[config.mk]
export PLATFORM = sky130hd
export DESIGN_NAME = evr_top
export DESIGN_NICKNAME = d
export VERILOG_FILES = /design/src/common/evr_pkg.sv /design/src/hw/delay_comp/delay_comp.sv /design/src/hw/event_lane.sv /design/src/hw/evr_regs/evr_regs.sv /design/src/hw/evr_top.sv /design/src/hw/link_parser/link_parser.sv
export SDC_FILE = /design/constraint.sdc
export NUM_CORES = 1
export LEC_CHECK = 0
export BUFFER_PORTS_ARGS = -buffer_cell sky130_fd_sc_hd__buf_4
export CORE_MARGIN = 2
export CORE_UTILIZATION = 40
export DETAILED_ROUTE_END_ITERATION = 8
export HOLD_SLACK_MARGIN = 0.12
export PLACE_DENSITY_LB_ADDON = 0.25
export SYNTH_ARGS = -nofsm -noshare
export SYNTH_HDL_FRONTEND = slang
export SYNTH_SLANG_ARGS = --single-unit
export TNS_END_PERCENT = 30
[constraint.sdc]
create_clock -name rx_clk -period 4 [get_ports rx_clk]
set_input_delay 0.2 -clock rx_clk [delete_from_list [all_inputs] [get_ports rx_clk]]
set_output_delay 0.2 -clock rx_clk [all_outputs]
set_load 0.02 [all_outputs]
[src/common/evr_pkg.sv]
`default_nettype none

package evr_pkg;

    localparam int MMR_ADDR_W = 8;
    localparam int MMR_DATA_W = 32;

    typedef logic [MMR_ADDR_W-1:0] mmr_addr_t;
    typedef logic [MMR_DATA_W-1:0] mmr_data_t;

    // Register map
    localparam mmr_addr_t REG_SR         = 8'h00;
    localparam mmr_addr_t REG_CR         = 8'h04;
    localparam mmr_addr_t REG_CR_S       = 8'h08;
    localparam mmr_addr_t REG_CR_C       = 8'h0C;
    localparam mmr_addr_t REG_TOPO_ID    = 8'h10;
    localparam mmr_addr_t REG_LINK_DELAY = 8'h14;
    localparam mmr_addr_t REG_TGT_DELAY  = 8'h18;
    localparam mmr_addr_t REG_COMP_DELAY = 8'h1C;

    // Link characters
    localparam logic [7:0] BEACON_CODE = 8'h7E;
    localparam logic [7:0] FRAME_K     = 8'h5C;
    localparam logic [7:0] MSG_TOPO    = 8'h01;
    localparam logic [7:0] MSG_DELAY   = 8'h02;

    typedef struct packed {
        logic      awvalid;
        mmr_addr_t awaddr;
        logic      wvalid;
        mmr_data_t wdata;
        logic      bready;
        logic      arvalid;
        mmr_addr_t araddr;
        logic      rready;
    } mmr_req_t;

    typedef struct packed {
        logic       awready;
        logic       wready;
        logic       bvalid;
        logic [1:0] bresp;
        logic       arready;
        logic       rvalid;
        mmr_data_t  rdata;
        logic [1:0] rresp;
    } mmr_rsp_t;

    // Status bit 0 delay valid, bit 1 topology valid, bit 2 frame error
    typedef struct packed {
        logic [31:0] topo_id;
        logic [31:0] delay;
        logic [2:0]  status;
    } link_info_t;

    typedef enum logic [1:0] {
        DC_OFF    = 2'd0,
        DC_ADJUST = 2'd1,
        DC_LOCKED = 2'd2,
        DC_RANGE  = 2'd3
    } dc_status_e;

    typedef struct packed {
        logic [1:0] dc_status;
        logic [2:0] link_status;
        logic       link_up;
    } sr_t;

    typedef struct packed {
        logic dc_ena;
    } cr_t;

endpackage

`default_nettype wire

[src/hw/delay_comp/delay_comp.sv]
`timescale 1ns/1ps
`default_nettype none

module delay_comp #(
    parameter int DELAY_DEPTH   = 64,
    parameter int STEP_INTERVAL = 4
) (
    input  logic                rx_clk,
    input  logic                app_rst,
    input  logic                ena_i,
    input  logic                req_upd_i,
    input  evr_pkg::mmr_data_t  delay_req_i,
    input  logic [7:0]          lane_data_i,
    input  logic                lane_k_i,
    output logic [7:0]          ev_o,
    output evr_pkg::mmr_data_t  cur_delay_o,
    output evr_pkg::dc_status_e status_o
);
    import evr_pkg::*;

    localparam int PTR_W = (DELAY_DEPTH > 1) ? $clog2(DELAY_DEPTH) : 1;
    localparam int CNT_W = $clog2(STEP_INTERVAL + 1);
    localparam logic [PTR_W-1:0] PTR_LAST = PTR_W'(DELAY_DEPTH - 1);

    typedef struct packed {
        logic       k;
        logic [7:0] data;
    } lane_sym_t;

    lane_sym_t        mem [DELAY_DEPTH];
    lane_sym_t        wr_sym;
    lane_sym_t        tap_sym;
    logic [PTR_W-1:0] wr_ptr;
    logic [PTR_W-1:0] rd_ptr;
    logic [PTR_W-1:0] cur_delay;
    logic [PTR_W-1:0] req_delay;
    logic [CNT_W-1:0] step_cnt;
    logic             range_err;

    assign wr_sym.k    = lane_k_i;
    assign wr_sym.data = lane_data_i;

    // Read tap trails the write pointer by cur_delay entries
    always_comb begin
        if (wr_ptr >= cur_delay) begin
            rd_ptr = wr_ptr - cur_delay;
        end else begin
            rd_ptr = PTR_W'(int'(wr_ptr) + DELAY_DEPTH - int'(cur_delay));
        end
    end

    // Zero delay bypasses the ring
    assign tap_sym = (cur_delay == '0) ? wr_sym : mem[rd_ptr];

    always_ff @(posedge rx_clk) begin
        mem[wr_ptr] <= wr_sym;
    end

    always_ff @(posedge rx_clk) begin
        if (app_rst) begin
            wr_ptr <= '0;
            ev_o   <= '0;
        end else begin
            wr_ptr <= (wr_ptr == PTR_LAST) ? '0 : wr_ptr + 1'b1;
            ev_o   <= tap_sym.k ? '0 : tap_sym.data;
        end
    end

    always_ff @(posedge rx_clk) begin
        if (app_rst) begin
            req_delay <= '0;
            range_err <= 1'b0;
            cur_delay <= '0;
            step_cnt  <= '0;
            status_o  <= DC_OFF;
        end else begin
            if (req_upd_i) begin
                if (delay_req_i > mmr_data_t'(DELAY_DEPTH - 1)) begin
                    req_delay <= PTR_LAST;
                    range_err <= 1'b1;
                end else begin
                    req_delay <= PTR_W'(delay_req_i);
                    range_err <= 1'b0;
                end
            end

            // One step per STEP_INTERVAL cycles
            if (ena_i && cur_delay != req_delay) begin
                if (step_cnt == CNT_W'(STEP_INTERVAL - 1)) begin
                    step_cnt  <= '0;
                    cur_delay <= (cur_delay < req_delay) ? cur_delay + 1'b1
                                                         : cur_delay - 1'b1;
                end else begin
                    step_cnt <= step_cnt + 1'b1;
                end
            end else begin
                step_cnt <= '0;
            end

            if (!ena_i) begin
                status_o <= DC_OFF;
            end else if (range_err) begin
                status_o <= DC_RANGE;
            end else if (cur_delay != req_delay) begin
                status_o <= DC_ADJUST;
            end else begin
                status_o <= DC_LOCKED;
            end
        end
    end

    assign cur_delay_o = mmr_data_t'(cur_delay);

endmodule

`default_nettype wire

[src/hw/event_lane.sv]
`timescale 1ns/1ps
`default_nettype none

module event_lane (
    input  logic       rx_clk,
    input  logic       app_rst,
    input  logic       aligned_i,
    input  logic [7:0] lane_data_i,
    input  logic       lane_k_i,
    output logic       link_up_o,
    output logic       beacon_o,
    output logic [7:0] ev_data_o,
    output logic       ev_k_o
);
    import evr_pkg::*;

    logic is_beacon;

    // Beacons are plain data bytes, never K-characters
    assign is_beacon = !lane_k_i && (lane_data_i == BEACON_CODE);

    // Gating on aligned_i here keeps every output at zero while link_up_o is low
    always_ff @(posedge rx_clk) begin
        if (app_rst) begin
            link_up_o <= 1'b0;
            beacon_o  <= 1'b0;
            ev_data_o <= '0;
            ev_k_o    <= 1'b0;
        end else begin
            link_up_o <= aligned_i;
            beacon_o  <= aligned_i && is_beacon;
            ev_k_o    <= aligned_i && lane_k_i;
            if (aligned_i && !is_beacon) begin
                ev_data_o <= lane_data_i;
            end else begin
                // Beacon slot left empty in the event stream
                ev_data_o <= '0;
            end
        end
    end

endmodule

`default_nettype wire

[src/hw/evr_regs/evr_regs.sv]
`timescale 1ns/1ps
`default_nettype none

module evr_regs (
    input  logic                rx_clk,
    input  logic                app_rst,
    input  evr_pkg::mmr_req_t   mmr_req_i,
    output evr_pkg::mmr_rsp_t   mmr_rsp_o,
    input  logic                link_up_i,
    input  evr_pkg::link_info_t info_i,
    input  evr_pkg::dc_status_e dc_status_i,
    input  evr_pkg::mmr_data_t  cur_delay_i,
    output logic                dc_ena_o,
    output evr_pkg::mmr_data_t  delay_req_o,
    output logic                req_upd_o
);
    import evr_pkg::*;

    sr_t       sr;
    cr_t       cr;
    cr_t       wr_cr;
    mmr_addr_t wr_addr;
    mmr_data_t wr_data;
    mmr_data_t tgt_delay;
    mmr_data_t rd_mux;
    mmr_data_t rd_data;
    logic      rd_pend;
    logic      wa_pend;
    logic      wd_pend;
    logic      arready_q;
    logic      awready_q;
    logic      wready_q;
    logic      rd_acc;
    logic      wa_acc;
    logic      wd_acc;
    logic      wr_fire;

    assign sr.dc_status   = dc_status_i;
    assign sr.link_status = info_i.status;
    assign sr.link_up     = link_up_i;

    assign rd_acc  = mmr_req_i.arvalid && !rd_pend;
    assign wa_acc  = mmr_req_i.awvalid && !wa_pend;
    assign wd_acc  = mmr_req_i.wvalid && !wd_pend;
    assign wr_fire = wa_pend && wd_pend && mmr_req_i.bready;
    assign wr_cr   = cr_t'(wr_data[$bits(cr_t)-1:0]);

    // Sampled in the accept cycle, held while rvalid is up
    always_comb begin
        case (mmr_req_i.araddr)
            REG_SR:         rd_mux = mmr_data_t'(sr);
            REG_CR:         rd_mux = mmr_data_t'(cr);
            REG_TOPO_ID:    rd_mux = info_i.topo_id;
            REG_LINK_DELAY: rd_mux = info_i.delay;
            REG_TGT_DELAY:  rd_mux = tgt_delay;
            REG_COMP_DELAY: rd_mux = cur_delay_i;
            default:        rd_mux = '0;
        endcase
    end

    always_ff @(posedge rx_clk) begin
        if (rd_acc) begin
            rd_data <= rd_mux;
        end
        if (wa_acc) begin
            wr_addr <= mmr_req_i.awaddr;
        end
        if (wd_acc) begin
            wr_data <= mmr_req_i.wdata;
        end
    end

    always_ff @(posedge rx_clk) begin
        if (app_rst) begin
            arready_q <= 1'b0;
            awready_q <= 1'b0;
            wready_q  <= 1'b0;
            rd_pend   <= 1'b0;
            wa_pend   <= 1'b0;
            wd_pend   <= 1'b0;
            cr        <= '0;
            tgt_delay <= '0;
            req_upd_o <= 1'b0;
        end else begin
            arready_q <= rd_acc;
            awready_q <= wa_acc;
            wready_q  <= wd_acc;
            req_upd_o <= 1'b0;

            if (rd_acc) begin
                rd_pend <= 1'b1;
            end else if (rd_pend && mmr_req_i.rready) begin
                rd_pend <= 1'b0;
            end

            if (wa_acc) begin
                wa_pend <= 1'b1;
            end
            if (wd_acc) begin
                wd_pend <= 1'b1;
            end

            if (wr_fire) begin
                wa_pend <= 1'b0;
                wd_pend <= 1'b0;
                case (wr_addr)
                    REG_CR:   cr <= wr_cr;
                    REG_CR_S: cr <= cr | wr_cr;
                    REG_CR_C: cr <= cr & ~wr_cr;
                    REG_TGT_DELAY: begin
                        // Target must lie beyond the measured link delay
                        if (wr_data > info_i.delay) begin
                            tgt_delay <= wr_data;
                            req_upd_o <= 1'b1;
                        end
                    end
                    default: ;
                endcase
            end

            // Lost link drops compensation
            if (!link_up_i) begin
                cr.dc_ena <= 1'b0;
            end
        end
    end

    always_comb begin
        mmr_rsp_o         = '0;
        mmr_rsp_o.awready = awready_q;
        mmr_rsp_o.wready  = wready_q;
        mmr_rsp_o.bvalid  = wa_pend && wd_pend;
        mmr_rsp_o.arready = arready_q;
        mmr_rsp_o.rvalid  = rd_pend;
        mmr_rsp_o.rdata   = rd_data;
    end

    assign dc_ena_o    = cr.dc_ena;
    assign delay_req_o = tgt_delay - info_i.delay;

endmodule

`default_nettype wire

[src/hw/evr_top.sv]
`timescale 1ns/1ps
`default_nettype none

module evr_top #(
    parameter int DELAY_DEPTH   = 64,
    parameter int STEP_INTERVAL = 4
) (
    input  logic              rx_clk,
    input  logic              app_rst,

    input  logic              aligned_i,
    input  logic [15:0]       rx_data_i,
    input  logic [1:0]        rx_charisk_i,

    input  evr_pkg::mmr_req_t mmr_req_i,
    output evr_pkg::mmr_rsp_t mmr_rsp_o,

    output logic [7:0]        ev_o,
    output logic              beacon_o
);
    import evr_pkg::*;

    logic       link_up;
    logic [7:0] lane_data;
    logic       lane_k;

    link_info_t link_info;

    logic       dc_ena;
    mmr_data_t  delay_req;
    logic       req_upd;
    mmr_data_t  cur_delay;
    dc_status_e dc_status;

    // Low lane carries events and beacons
    event_lane event_lane_i (
        .rx_clk      (rx_clk),
        .app_rst     (app_rst),
        .aligned_i   (aligned_i),
        .lane_data_i (rx_data_i[7:0]),
        .lane_k_i    (rx_charisk_i[0]),
        .link_up_o   (link_up),
        .beacon_o    (beacon_o),
        .ev_data_o   (lane_data),
        .ev_k_o      (lane_k)
    );

    // High lane carries shared-data frames
    link_parser link_parser_i (
        .rx_clk    (rx_clk),
        .app_rst   (app_rst),
        .link_up_i (link_up),
        .sh_data_i (rx_data_i[15:8]),
        .sh_k_i    (rx_charisk_i[1]),
        .info_o    (link_info)
    );

    delay_comp #(
        .DELAY_DEPTH   (DELAY_DEPTH),
        .STEP_INTERVAL (STEP_INTERVAL)
    ) delay_comp_i (
        .rx_clk      (rx_clk),
        .app_rst     (app_rst),
        .ena_i       (dc_ena),
        .req_upd_i   (req_upd),
        .delay_req_i (delay_req),
        .lane_data_i (lane_data),
        .lane_k_i    (lane_k),
        .ev_o        (ev_o),
        .cur_delay_o (cur_delay),
        .status_o    (dc_status)
    );

    evr_regs evr_regs_i (
        .rx_clk      (rx_clk),
        .app_rst     (app_rst),
        .mmr_req_i   (mmr_req_i),
        .mmr_rsp_o   (mmr_rsp_o),
        .link_up_i   (link_up),
        .info_i      (link_info),
        .dc_status_i (dc_status),
        .cur_delay_i (cur_delay),
        .dc_ena_o    (dc_ena),
        .delay_req_o (delay_req),
        .req_upd_o   (req_upd)
    );

endmodule

`default_nettype wire

[src/hw/link_parser/link_parser.sv]
`timescale 1ns/1ps
`default_nettype none

module link_parser (
    input  logic                rx_clk,
    input  logic                app_rst,
    input  logic                link_up_i,
    input  logic [7:0]          sh_data_i,
    input  logic                sh_k_i,
    output evr_pkg::link_info_t info_o
);
    import evr_pkg::*;

    typedef enum logic [1:0] {
        ST_IDLE,
        ST_TYPE,
        ST_PAYLOAD
    } parse_st_e;

    parse_st_e   state;
    logic [1:0]  byte_cnt;
    logic        is_topo;
    logic [23:0] shift_q;
    logic [31:0] word;

    // Last payload byte completes the word, LSB first on the wire
    assign word = {sh_data_i, shift_q};

    always_ff @(posedge rx_clk) begin
        if (app_rst || !link_up_i) begin
            state    <= ST_IDLE;
            byte_cnt <= '0;
            info_o   <= '0;
        end else begin
            case (state)
                ST_IDLE: begin
                    if (sh_k_i && sh_data_i == FRAME_K) begin
                        state <= ST_TYPE;
                    end
                end
                ST_TYPE: begin
                    if (!sh_k_i && (sh_data_i == MSG_TOPO || sh_data_i == MSG_DELAY)) begin
                        byte_cnt <= '0;
                        state    <= ST_PAYLOAD;
                    end else begin
                        info_o.status[2] <= 1'b1;
                        state            <= ST_IDLE;
                    end
                end
                ST_PAYLOAD: begin
                    if (sh_k_i) begin
                        // K-character breaks the frame
                        info_o.status[2] <= 1'b1;
                        state            <= ST_IDLE;
                    end else if (byte_cnt == 2'd3) begin
                        if (is_topo) begin
                            info_o.topo_id   <= word;
                            info_o.status[1] <= 1'b1;
                        end else begin
                            info_o.delay     <= word;
                            info_o.status[0] <= 1'b1;
                        end
                        state <= ST_IDLE;
                    end else begin
                        byte_cnt <= byte_cnt + 2'd1;
                    end
                end
                default: state <= ST_IDLE;
            endcase
        end
    end

    // Type and payload bytes
    always_ff @(posedge rx_clk) begin
        if (state == ST_TYPE) begin
            is_topo <= (sh_data_i == MSG_TOPO);
        end
        if (state == ST_PAYLOAD) begin
            shift_q <= {sh_data_i, shift_q[23:8]};
        end
    end

endmodule

`default_nettype wire

==> results of run 1 <==
per-layer routing:
layer  vias up  share of wire [%]  track usage, %
li1       9073                  -               -
met1     10320                 41            26.4
met2       731                 49            33.3
met3       165                6.9            3.29
met4         0                2.9            6.49
met5         -                  0               0
state kept, by name, indices dropped and copies added (netlist names), 3 cells and up:
signal and count:
delay_comp_i.mem 576, delay_comp_i.step_cnt 3, event_lane_i.ev_data_o 8, evr_regs_i.wr_data 32, evr_regs_i.tgt_delay 32, delay_comp_i.req_delay 6
evr_regs_i.rd_data 32, link_parser_i.info_o 67, delay_comp_i.ev_o 8, delay_comp_i.wr_ptr 6, link_parser_i.shift_q 24, evr_regs_i.wr_addr 8
delay_comp_i.cur_delay 6
power by group through the flow:
stage / Clock [mW] / Sequential (mW) / Combinational (mW)
2_1_floorplan: 0 / 9.63 / 0.712
3_3_place_gp: 0 / 9.61 / 1.24
3_5_place_dp: 0 / 9.61 / 1.25
4_1_cts: 8.21 / 9.43 / 1.31
5_1_grt: 8.56 / 9.44 / 1.38
6_report: 8.06 / 9.43 / 1.30
cell usage in the layout, fill, tap and decap left out, drive strengths merged, types with 7 or more instances in the layout:
cell / netlist / final
bufinv: 0 / 8
nand3: 15 / 15
nand2b: 7 / 7
a21oi: 157 / 157
nor3: 18 / 18
a31oi: 8 / 8
o21a: 8 / 8
nand4: 17 / 17
and3: 14 / 14
buf: 45 / 174
ha: 85 / 85
nor2b: 12 / 12
clkbuf: 72 / 115
o211ai: 8 / 8
xor2: 14 / 14
xnor2: 19 / 19
mux4: 181 / 181
nor2: 217 / 217
a21o: 25 / 25
a211oi: 21 / 21
o21bai: 7 / 7
dfxtp: 154 / 154
edfxtp: 673 / 673
clkinv: 0 / 34
mux2i: 78 / 78
dlygate4sd3: 0 / 68
mux2: 8 / 8
a211o: 12 / 12
o21ai: 31 / 31
and2: 18 / 18
inv: 66 / 67
nand2: 190 / 190
or3: 9 / 9
critical path: cells and delay by family, from the launching register on:
| family | cells | cell delay (ns) |
|---|---|---|
| multiplexers | 3 | 1.14 |
| buffers and inverters | 4 | 0.76 |
| adder cells (fa/ha/maj) | 2 | 1.15 |
| flip-flops | 1 | 0.36 |
| AO/OA/AOI/OAI | 2 | 0.26 |
what timing repair did:
action,CTS,global route
hold endpoints to repair,124,0
hold buffers,68,0
buffers inserted,0,0
path summary, 6_finish.rpt:
kind                                               start                       end  slack (ns)  cells past startpoint
worst max-delay path              delay_comp_i.wr_ptr[0]      delay_comp_i.ev_o[1]        0.12                     11
worst min-delay path                        mmr_req_i[9]     evr_regs_i.rd_data[5]        0.16                      2
worst max register to register    delay_comp_i.wr_ptr[0]      delay_comp_i.ev_o[1]        0.12                     11
worst min register to register  delay_comp_i.step_cnt[0]  delay_comp_i.step_cnt[0]        0.44                      1
cell type report:
| cell class | count | area, sq um | share of cell area [%] |
|---|---|---|---|
| Sequential cell | 827 | 23300 | 57.1 |
| Clock buffer | 115 | 2320 | 5.69 |
| Multi-Input combinational cell | 1244 | 10800 | 26.4 |
| Inverter | 66 | 248 | 0.607 |
| Tap cell | 1155 | 1450 | 3.54 |
| Clock inverter | 43 | 546 | 1.34 |
| Timing Repair Buffer | 242 | 2170 | 5.32 |
cells by family (layout without fill, tap and decap cells):
family                   count (synthesis)  after routing  share of synthesized area [%]
AO/OA/AOI/OAI                          306            306                           5.48
XOR/XNOR                                33             33                          0.831
adder cells (fa/ha/maj)                 88             88                           3.23
buffers and inverters                  183            466                           2.22
flip-flops                             827            827                           67.0
multiplexers                           267            267                           14.3
other                                    1              4                         0.0108
AND/OR/NAND/NOR                        546            546                           6.99
==> run_results.csv, run 1 <==
group,metric,value,unit
power,sw_frac_of_total,22.2,%
power,switching_power,4.17,mW
cells_and_area,antenna_cells_inserted,0,
clock_tree,postCtsResizedCells,0,
place,globalplace.congestion,0.875,
global_route,grt_antenna_before_repair,0,
cells_and_area,nets,2630,
worst_setup_path,path_max_fanout,25,
place,portBuffers,119,
floorplan,io-pin-count,124,
timing,setup_viol,0,
drt,dr.first_iter.drc_count,1916,
global_route,grt_overflow,0,
place,numPlacedInstances,3466,
clock_tree,cts.clk_slew.worst_paths,0.06,ns
worst_setup_path,critical_path.slowest_cell,"fa_4",
run_status,status,"complete, no violations",
power,share_of_total_power_in_sequential_cells,50.2,%
worst_setup_path,critical_path.cell_chain,"inv_1 -> ha_4 -> inv_1 -> fa_4 -> buf_12 -> buf_4 -> mux4_2 -> mux4_2 -> mux2i_1 -> a211o_1 -> a21oi_1",
worst_setup_path,timing.critical_path.from_type,"flop",
synth,synth_largest_type_area_fraction,58.1,%
synth,postSynth.asyncResetShare,0,%
synth,synthTopCellsByCount,"edfxtp_1, nor2_1, nand2_1",
place,hpwl,56400,um
cells_and_area,finalInstanceArea,40800,sq um
cells_and_area,post_route_cells_drive_above_1_share,20.0,%
synth,number_of_enable_type_register_cells_in_the_synthesized_netlist,673,
global_route,vias_in_the_first_global_route,20985,
timing,post-route-min-period,3.88,ns
synth,synth.lib_cells_used.distinct,71,
drt,total_number_of_vias,20289,
drt,drt_first_pass_iters,5,
timing,timing.final.crit_share,97.0,%
run,cap_viol_max_count,0,
timing,timing.final.hold_violations,0,
worst_setup_path,worst-setup-path-type,"reg -> reg",
clock_tree,clock_root_buffer_master,"clkbuf_16",
synth,synth_most_common_cell,"edfxtp_1",
synth,cells_after_synth,2251,
power,clockPowerShare,42.9,%
worst_setup_path,cp.arrival,4.38,ns
synth,ys_seq_elements,827,
place,dp_worst_setup_slack,0.131,ns
floorplan,placeableCoreArea,86500,sq um
cells_and_area,fillerInstances,7380,
hold_path,hp-class,"in -> reg",
floorplan,floorplan.initialDensity,40.2,%
synth,synth.cell_area,34800,sq um
power,design_power_total,18.8,mW
timing,hold_slack,0.159,ns
power,static_leakage_power,13.9,nW
floorplan,die-area,89300,sq um
synth,synth_sequential_area_ratio,67.0,%
floorplan,num_rows,108,
worst_setup_path,slowest_delay,1.00,ns
global_route,globalRouteTotalUtil,19.9,%
power,combinationalPowerShare,6.9,%
timing,max_clock_freq,0.258,GHz
global_route,grt_first_pass_wirelength,133000,um
synth,dominantRegCellSynth,"edfxtp_1",
drt,drtAntennaViolNets,0,
synth,yosys-top-cells-area,"edfxtp_1, mux4_2, dfxtp_1",
synth,synth_area_per_cell,15.5,sq um
place,placedInstanceArea,37300,sq um
clock_tree,clk-insertion-delay-late,0.68,ns
global_route,grt_start_max_net_pins,66,
timing,rsz0062_at_grt,"false",
drt,wl_per_cell,24.1,um
timing,worst-slew-pin-transition,1.40,ns
cells_and_area,finish.utilization,47.2,%
clock_tree,htree_levels,3,
synth,ys_warn_count,0,
cells_and_area,area.growth.synth_to_final,17.4,%
floorplan,die_width,299,um
worst_setup_path,end_kind,"flop",
timing,totalNegativeSetupSlack,0,ns
clock_tree,clock_buffer_count_from_cts,87,
timing,slew_headroom,6.28,%
worst_setup_path,worst-endpoint-required,4.50,ns
power,pwr_density_cell,460,nW/um^2
cells_and_area,post_layout_nonfiller_instances,3692,
floorplan,fp.dieH,299,um
drt,drt_wl_total,89100,um
power,maximum_vdd_ir_drop,0.306,mV
timing,setup_ws,0.120,ns
clock_tree,clk_path_buf_depth,3,
drt,route.detailed.vias_per_inst,5.50,
synth,synth_area_leader_cell,"edfxtp_1",
power,cell_internal_pwr,14.6,mW
timing,drv_slew,0,
drt,remaining_drc_errors,0,
clock_tree,cts_tree,"built",
timing,fin_worst_skew,0.0782,ns
clock_tree,cts.sink_count,827,
Note: power is estimated with default switching activity, not from simulation.
==> inputs of run 2 (changes only) <==
Settings changed: ABC_AREA from default to 1.
==> run 2 against run 1 <==
Routed wire length up 14%. Power fell by 0.53%. Cell area increased by 2.4%. Critical path depth increased by 3. Register-to-register slack improved by 0.38 ns. Die area up 3.5%. Synthesized cell count is 51% higher. Via count grew 27%. Clock power decreased by 3.5%.
==> run_results.csv, run 2 <==
group,metric,value,unit
cells_and_area,area.growth.synth_to_final,16.2,%
clock_tree,cts_hold_buffers,84,
synth,synth.cell_area,36000,sq um
run_status,status,"complete, no violations",
cells_and_area,antenna_cells_inserted,0,
cells_and_area,multiInputGateArea,11100,sq um
drt,drt_first_pass_iters,5,
cells_and_area,largest_reg_flops,576,
cells_and_area,layout.area.seq,23300,sq um
floorplan,fp.dieH,304,um
place,globalplace.congestion,0.899,
synth,cells_after_synth,3408,
run,cap_viol_max_count,0,
worst_setup_path,timing.critical_path.from_type,"flop",
clock_tree,clock_root_buffer_master,"clkbuf_16",
drt,drtAntennaViolNets,0,
power,sw_frac_of_total,23.9,%
global_route,grt_start_max_net_pins,126,
cells_and_area,reg_top3,"delay_comp_i.mem: 576 flops, link_parser_i.info_o: 67 flops",
synth,dominantRegCellSynth,"edfxtp_1",
timing,totalNegativeSetupSlack,0,ns
floorplan,placeableCoreArea,89600,sq um
worst_setup_path,cp_num_buf_inv,3,
floorplan,die-area,92400,sq um
floorplan,num_rows,110,
global_route,grt_antenna_before_repair,3,
drt,total_number_of_vias,25854,
drt,dr.first_iter.drc_count,2288,
cells_and_area,finish.utilization,46.7,%
worst_setup_path,cp.arrival,4.04,ns
power,maximum_vdd_ir_drop,0.382,mV
cells_and_area,top_register,"delay_comp_i.mem",
worst_setup_path,worst-endpoint-required,4.54,ns
power,pwr_density_cell,447,nW/um^2
synth,ys_seq_elements,827,
synth,synth_area_leader_cell,"edfxtp_1",
place,portBuffers,119,
cells_and_area,post_route_cells_drive_above_1_share,8.99,%
cells_and_area,finalInstanceArea,41800,sq um
power,clockPowerShare,41.6,%
synth,number_of_enable_type_register_cells_in_the_synthesized_netlist,673,
worst_setup_path,crit_path_frequent_cell,"nand3_1",
clock_tree,clock_buffer_count_from_cts,89,
worst_setup_path,slowest_delay,1.03,ns
clock_tree,htree_levels,3,
synth,postSynth.asyncResetShare,0,%
synth,synth_sequential_area_ratio,64.7,%
power,share_of_total_power_in_sequential_cells,50.6,%
synth,synth_most_common_cell,"edfxtp_1",
timing,worst-slew-pin-transition,1.17,ns
timing,drv_slew,0,
worst_setup_path,critical_path.cell_chain,"inv_1 -> ha_4 -> inv_1 -> fa_4 -> buf_12 -> o21ai_0 -> o32ai_1 -> nand2_1 -> nand3_1 -> nand3_1 -> nand3_1 -> nand3_1 -> nand2_2 -> a21oi_1",
drt,route.detailed.vias_per_inst,5.32,
cells_and_area,nets,3767,
power,switching_power,4.48,mW
worst_setup_path,end_kind,"flop",
floorplan,floorplan.initialDensity,40.2,%
clock_tree,postCtsSetupRepairBufs,0,
timing,timing.final.hold_violations,0,
worst_setup_path,path_delay_family,"adder cells",
synth,synth_largest_type_area_fraction,56.1,%
drt,remaining_drc_errors,0,
synth,synth_area_per_cell,10.6,sq um
timing,setup_viol,0,
synth,yosys-top-cells-area,"edfxtp_1, dfxtp_1, nor2_1",
floorplan,die_width,304,um
global_route,grt_first_pass_wirelength,153000,um
clock_tree,cts.clk_slew.worst_paths,0.06,ns
timing,post-route-min-period,3.50,ns
cells_and_area,fillerInstances,8268,
clock_tree,cts.sink_count,827,
drt,drt_wl_total,101000,um
timing,slew_headroom,21.7,%
timing,timing.final.crit_share,87.4,%
place,hpwl,66100,um
synth,synthTopCellsByCount,"edfxtp_1, nor2_1, nand2_1",
synth,synth.lib_cells_used.distinct,51,
worst_setup_path,worst-setup-path-type,"reg -> reg",
cells_and_area,final_cell_mix,"edfxtp_1, nor2_1, nand2_1, o21ai_0, inv_1",
clock_tree,clk-insertion-delay-late,0.66,ns
global_route,grt_overflow,0,
global_route,globalRouteTotalUtil,21.6,%
timing,fin_worst_skew,0.0246,ns
timing,max_clock_freq,0.286,GHz
global_route,vias_in_the_first_global_route,24815,
worst_setup_path,path_max_fanout,84,
timing,rsz0062_at_grt,"false",
power,combinationalPowerShare,7.8,%
synth,ys_warn_count,0,
floorplan,io-pin-count,124,
clock_tree,postCtsResizedCells,0,
clock_tree,clk_path_buf_depth,3,
power,cell_internal_pwr,14.2,mW
clock_tree,cts_tree,"built",
place,placedInstanceArea,38300,sq um
hold_path,hp-class,"in -> reg",
drt,wl_per_cell,20.9,um
power,static_leakage_power,15.4,nW
cells_and_area,final_common_cell,"edfxtp_1",
worst_setup_path,critical_path.slowest_cell,"fa_4",
==> run 2: logic make-up after synthesis <==
kind of cell / count (synthesis) / synth area share (%)
simple gates: 1419 / 15.9
flops: 827 / 64.7
compound gates: 615 / 10.2
buf+inv: 407 / 4.62
fa+ha+maj: 88 / 3.12
mux: 38 / 1.06
xor+xnor: 13 / 0.410
other cells: 1 / 0.0104
==> run 2: stage by stage <==
stage	hold WS, ns	instances	power, mW	setup WS [ns]
after detailed placement	0.379	4606	11.0	0.560
final	0.262	4856	18.7	0.505
after global placement	0.378	4606	11.0	0.595
after floorplan	0.299	3411	10.4	1.45
after global routing	0.249	4856	19.3	0.309
after CTS	0.222	4856	18.8	0.553
==> run 2: layout make-up <==
cell class                 instances  share of cell area [%]
clock buffer                     111                    5.62
timing repair buffer             266                    5.51
clock inverter                    55                   0.891
multi-input combinational       2177                    26.6
sequential                       827                    55.7
inverter                         244                    2.20
tap                             1176                    3.52
==> run 2: per-layer routing <==
layer / vias to the layer above / GRT usage, % / part of all wire, %
li1: 12326 / - / -
met1: 12455 / 28.6 / 43
met2: 883 / 35.2 / 47
met3: 184 / 4.29 / 6.6
met4: 6 / 7.98 / 3.6
met5: - / 0 / 0.036
==> run 2: path summary, 6_finish.rpt <==
path                                            endpoint  slack (ns)  cells past startpoint                     start
worst max-delay path                delay_comp_i.ev_o[4]        0.50                     14    delay_comp_i.wr_ptr[0]
worst min-delay path               evr_regs_i.wr_data[8]        0.26                      2             mmr_req_i[19]
worst max register to register      delay_comp_i.ev_o[4]        0.50                     14    delay_comp_i.wr_ptr[0]
worst min register to register  delay_comp_i.step_cnt[0]        0.42                      1  delay_comp_i.step_cnt[0]
==> run 2: power groups by stage <==
| stage | Sequential (mW) | Combinational (mW) | Clock (mW) |
|---|---|---|---|
| detailed placement | 9.65 | 1.38 | 0 |
| global route | 9.48 | 1.59 | 8.22 |
| finish | 9.47 | 1.46 | 7.78 |
| global placement | 9.65 | 1.38 | 0 |
| floorplan | 9.63 | 0.814 | 0 |
| CTS | 9.47 | 1.45 | 7.89 |
==> inputs of run 3 (changes only) <==
--- a/config.mk
+++ b/config.mk
@@ -9,8 +9,9 @@
 export BUFFER_PORTS_ARGS = -buffer_cell sky130_fd_sc_hd__buf_4
 export CORE_MARGIN = 2
-export CORE_UTILIZATION = 40
+export CORE_UTILIZATION = 55
 export DETAILED_ROUTE_END_ITERATION = 8
 export HOLD_SLACK_MARGIN = 0.12
 export PLACE_DENSITY_LB_ADDON = 0.25
+export SLEW_MARGIN = 20
 export SYNTH_ARGS = -nofsm -noshare
 export SYNTH_HDL_FRONTEND = slang
==> constraint.sdc (replaced) <==
create_clock -name rx_clk -period 4 [get_ports rx_clk]
set_input_delay 0.2 -clock rx_clk [delete_from_list [all_inputs] [get_ports rx_clk]]
set_output_delay 0.2 -clock rx_clk [all_outputs]
set_load 0.01 [all_outputs]
==> run 3 against run 2 <==
Via count increased by 2.5%. Count of clock-buffer cells in the layout grew 4. Critical path depth fell by 1. Routed wire length is 5.3% lower. Clock skew shrank 0.0036 ns. Global-route usage increased by 6.8 points. Flip-flop and latch count did not move. Hold slack lost 0.13 ns. Cell area is 1.1% lower. Highest routed layer is now met4.
==> run_results.csv, run 3 (same netlist as run 2, synthesis figures left out) <==
group,metric,value,unit
floorplan,io-pin-count,124,
place,portBuffers,119,
worst_setup_path,r2r_cells,13,
worst_setup_path,path_max_fanout,70,
run_status,status,"complete, no violations",
timing,worst-slew-pin-transition,1.11,ns
timing,max_clock_freq,0.277,GHz
cells_and_area,area.growth.synth_to_final,14.9,%
timing,slew_headroom,25.5,%
clock_tree,cts.sink_count,827,
worst_setup_path,ff2ff_setup_slack,0.39,ns
cells_and_area,final_cell_mix,"edfxtp_1, nor2_1, nand2_1, o21ai_0, inv_1",
timing,hold_slack,0.134,ns
worst_setup_path,cp-startpoint,"delay_comp_i.wr_ptr[0]",
cells_and_area,post_route_cells_drive_above_1_share,8.61,%
global_route,grt_start_max_net_pins,164,
cells_and_area,layout.area.seq,23300,sq um
worst_setup_path,worst-setup-path-type,"reg -> reg",
floorplan,fp.dieH,260,um
drt,wl_per_cell,21.3,um
cells_and_area,nets,3741,
run,cap_viol_max_count,0,
floorplan,die_width,260,um
timing,rsz0062_at_grt,"false",
clock_tree,clock_buffer_count_from_cts,85,
timing,timing.final.hold_violations,0,
worst_setup_path,cp.arrival,4.17,ns
timing,setup_viol,0,
place,dp_worst_setup_slack,0.482,ns
drt,drtAntennaViolNets,0,
timing,drv_slew,0,
worst_setup_path,timing.critical_path.from_type,"flop",
drt,total_number_of_vias,26508,
timing,timing.final.crit_share,90.3,%
clock_tree,cts.clk_slew.worst_paths,0.06,ns
cells_and_area,fillerInstances,4920,
hold_path,worst_hold_startpoint,"mmr_req_i[3]",
power,static_leakage_power,15.3,nW
clock_tree,cts_tree,"built",
cells_and_area,final_common_cell,"edfxtp_1",
floorplan,num_rows,93,
drt,drt_first_pass_iters,7,
floorplan,placeableCoreArea,64600,sq um
timing,totalNegativeSetupSlack,0,ns
timing,fin_worst_skew,0.0209,ns
hold_path,hp-class,"in -> reg",
worst_setup_path,rr_startpoint,"delay_comp_i.wr_ptr[0]",
power,design_power_total,18.8,mW
global_route,grt_antenna_before_repair,0,
global_route,grt_first_pass_wirelength,147000,um
clock_tree,clk-insertion-delay-late,0.64,ns
worst_setup_path,worst-endpoint-required,4.56,ns
cells_and_area,top_register,"delay_comp_i.mem",
global_route,vias_in_the_first_global_route,25925,
floorplan,floorplan.initialDensity,55.7,%
global_route,globalRouteTotalUtil,28.4,%
clock_tree,clock_root_buffer_master,"clkbuf_16",
cells_and_area,multiInputGateArea,11100,sq um
place,globalplace.congestion,0.935,
worst_setup_path,end_kind,"flop",
drt,remaining_drc_errors,0,
timing,post-route-min-period,3.61,ns
drt,drt_wl_total,96100,um
clock_tree,htree_levels,3,
power,pwr_density_cell,455,nW/um^2
place,hpwl,61600,um
timing,setup_ws,0.388,ns
global_route,grt_overflow,0,
cells_and_area,largest_reg_flops,576,
cells_and_area,reg_top3,"delay_comp_i.mem: 576 flops, link_parser_i.info_o: 67 flops",
drt,dr.first_iter.drc_count,3327,
drt,route.detailed.vias_per_inst,5.89,
cells_and_area,finish.utilization,64.0,%
hold_path,min_path_cells,4,
clock_tree,clk_path_buf_depth,3,
clock_tree,postCtsResizedCells,0,
floorplan,die-area,67500,sq um
power,maximum_vdd_ir_drop,0.334,mV
-- run 3: cell types whose count changed in the layout (fill, tap and decap cells not counted), sizes merged --
cell,before,now
clkinv,51,29
dlygate4sd3,84,82
diode,0,1
buf,182,162
clkbuf,111,115
bufinv,3,8
inv,243,245
-- run 3: area by class of cell --
type                    instances  area share (%)
well taps                     855            2.59
inverters                     244            2.23
flip-flops and latches        827            56.3
clock buffers                 115            5.67
clock inverters                40            1.03
repair buffers                244            5.29
multi-input cells            2177            26.8
diodes                          1         0.00605
-- run 3: power breakdown --
group	internal, mW	switching, mW	total, mW
Sequential	9.36	0.0846	9.45
Clock	4.63	3.28	7.91
Combinational	0.483	0.963	1.45
Total	14.5	4.33	18.8
-- run 3: final timing paths --
kind / end
worst max register to register: delay_comp_i.ev_o[6]
worst min-delay path: evr_regs_i.rd_data[2]
worst max-delay path: delay_comp_i.ev_o[6]
worst min register to register: delay_comp_i.step_cnt[0]
-- run 3: what timing repair did --
| item | CTS | global route |
|---|---|---|
| setup buffers | 0 | 0 |
| hold buffers | 81 | 1 |
| hold endpoints to repair | 104 | 10 |
-- run 3: routing by layer --
metal	share of wire, %	vias to the layer above	GRT usage, %	wire length, um
li1	-	12279	-	-
met1	39	12731	36.9	37900
met2	49	1285	48.1	47100
met3	8.1	213	4.33	7760
met4	3.5	0	10.8	3330
met5	0	-	0	0
-- run 3: critical path, stage by stage (launching register included) --
cell	delay [ns]
dfxtp_1	0.35
inv_1	0.19
ha_4	0.15
inv_1	0.06
fa_4	1.23
buf_12	0.35
o21ai_0	0.17
o22ai_1	0.20
nand2_1	0.07
nand3_1	0.14
nand3_1	0.18
nand3_1	0.11
nand3_1	0.09
a21oi_1	0.19
-- run 3: through the flow --
| step | std cells | area [sq um] |
|---|---|---|
| 3_3_place_gp | 4264 | 37700 |
| 4_1_cts | 4500 | 41300 |
| 5_1_grt | 4502 | 41400 |
| 6_report | 4503 | 41400 |
| 2_1_floorplan | 3411 | 36000 |
| 3_5_place_dp | 4264 | 37700 |
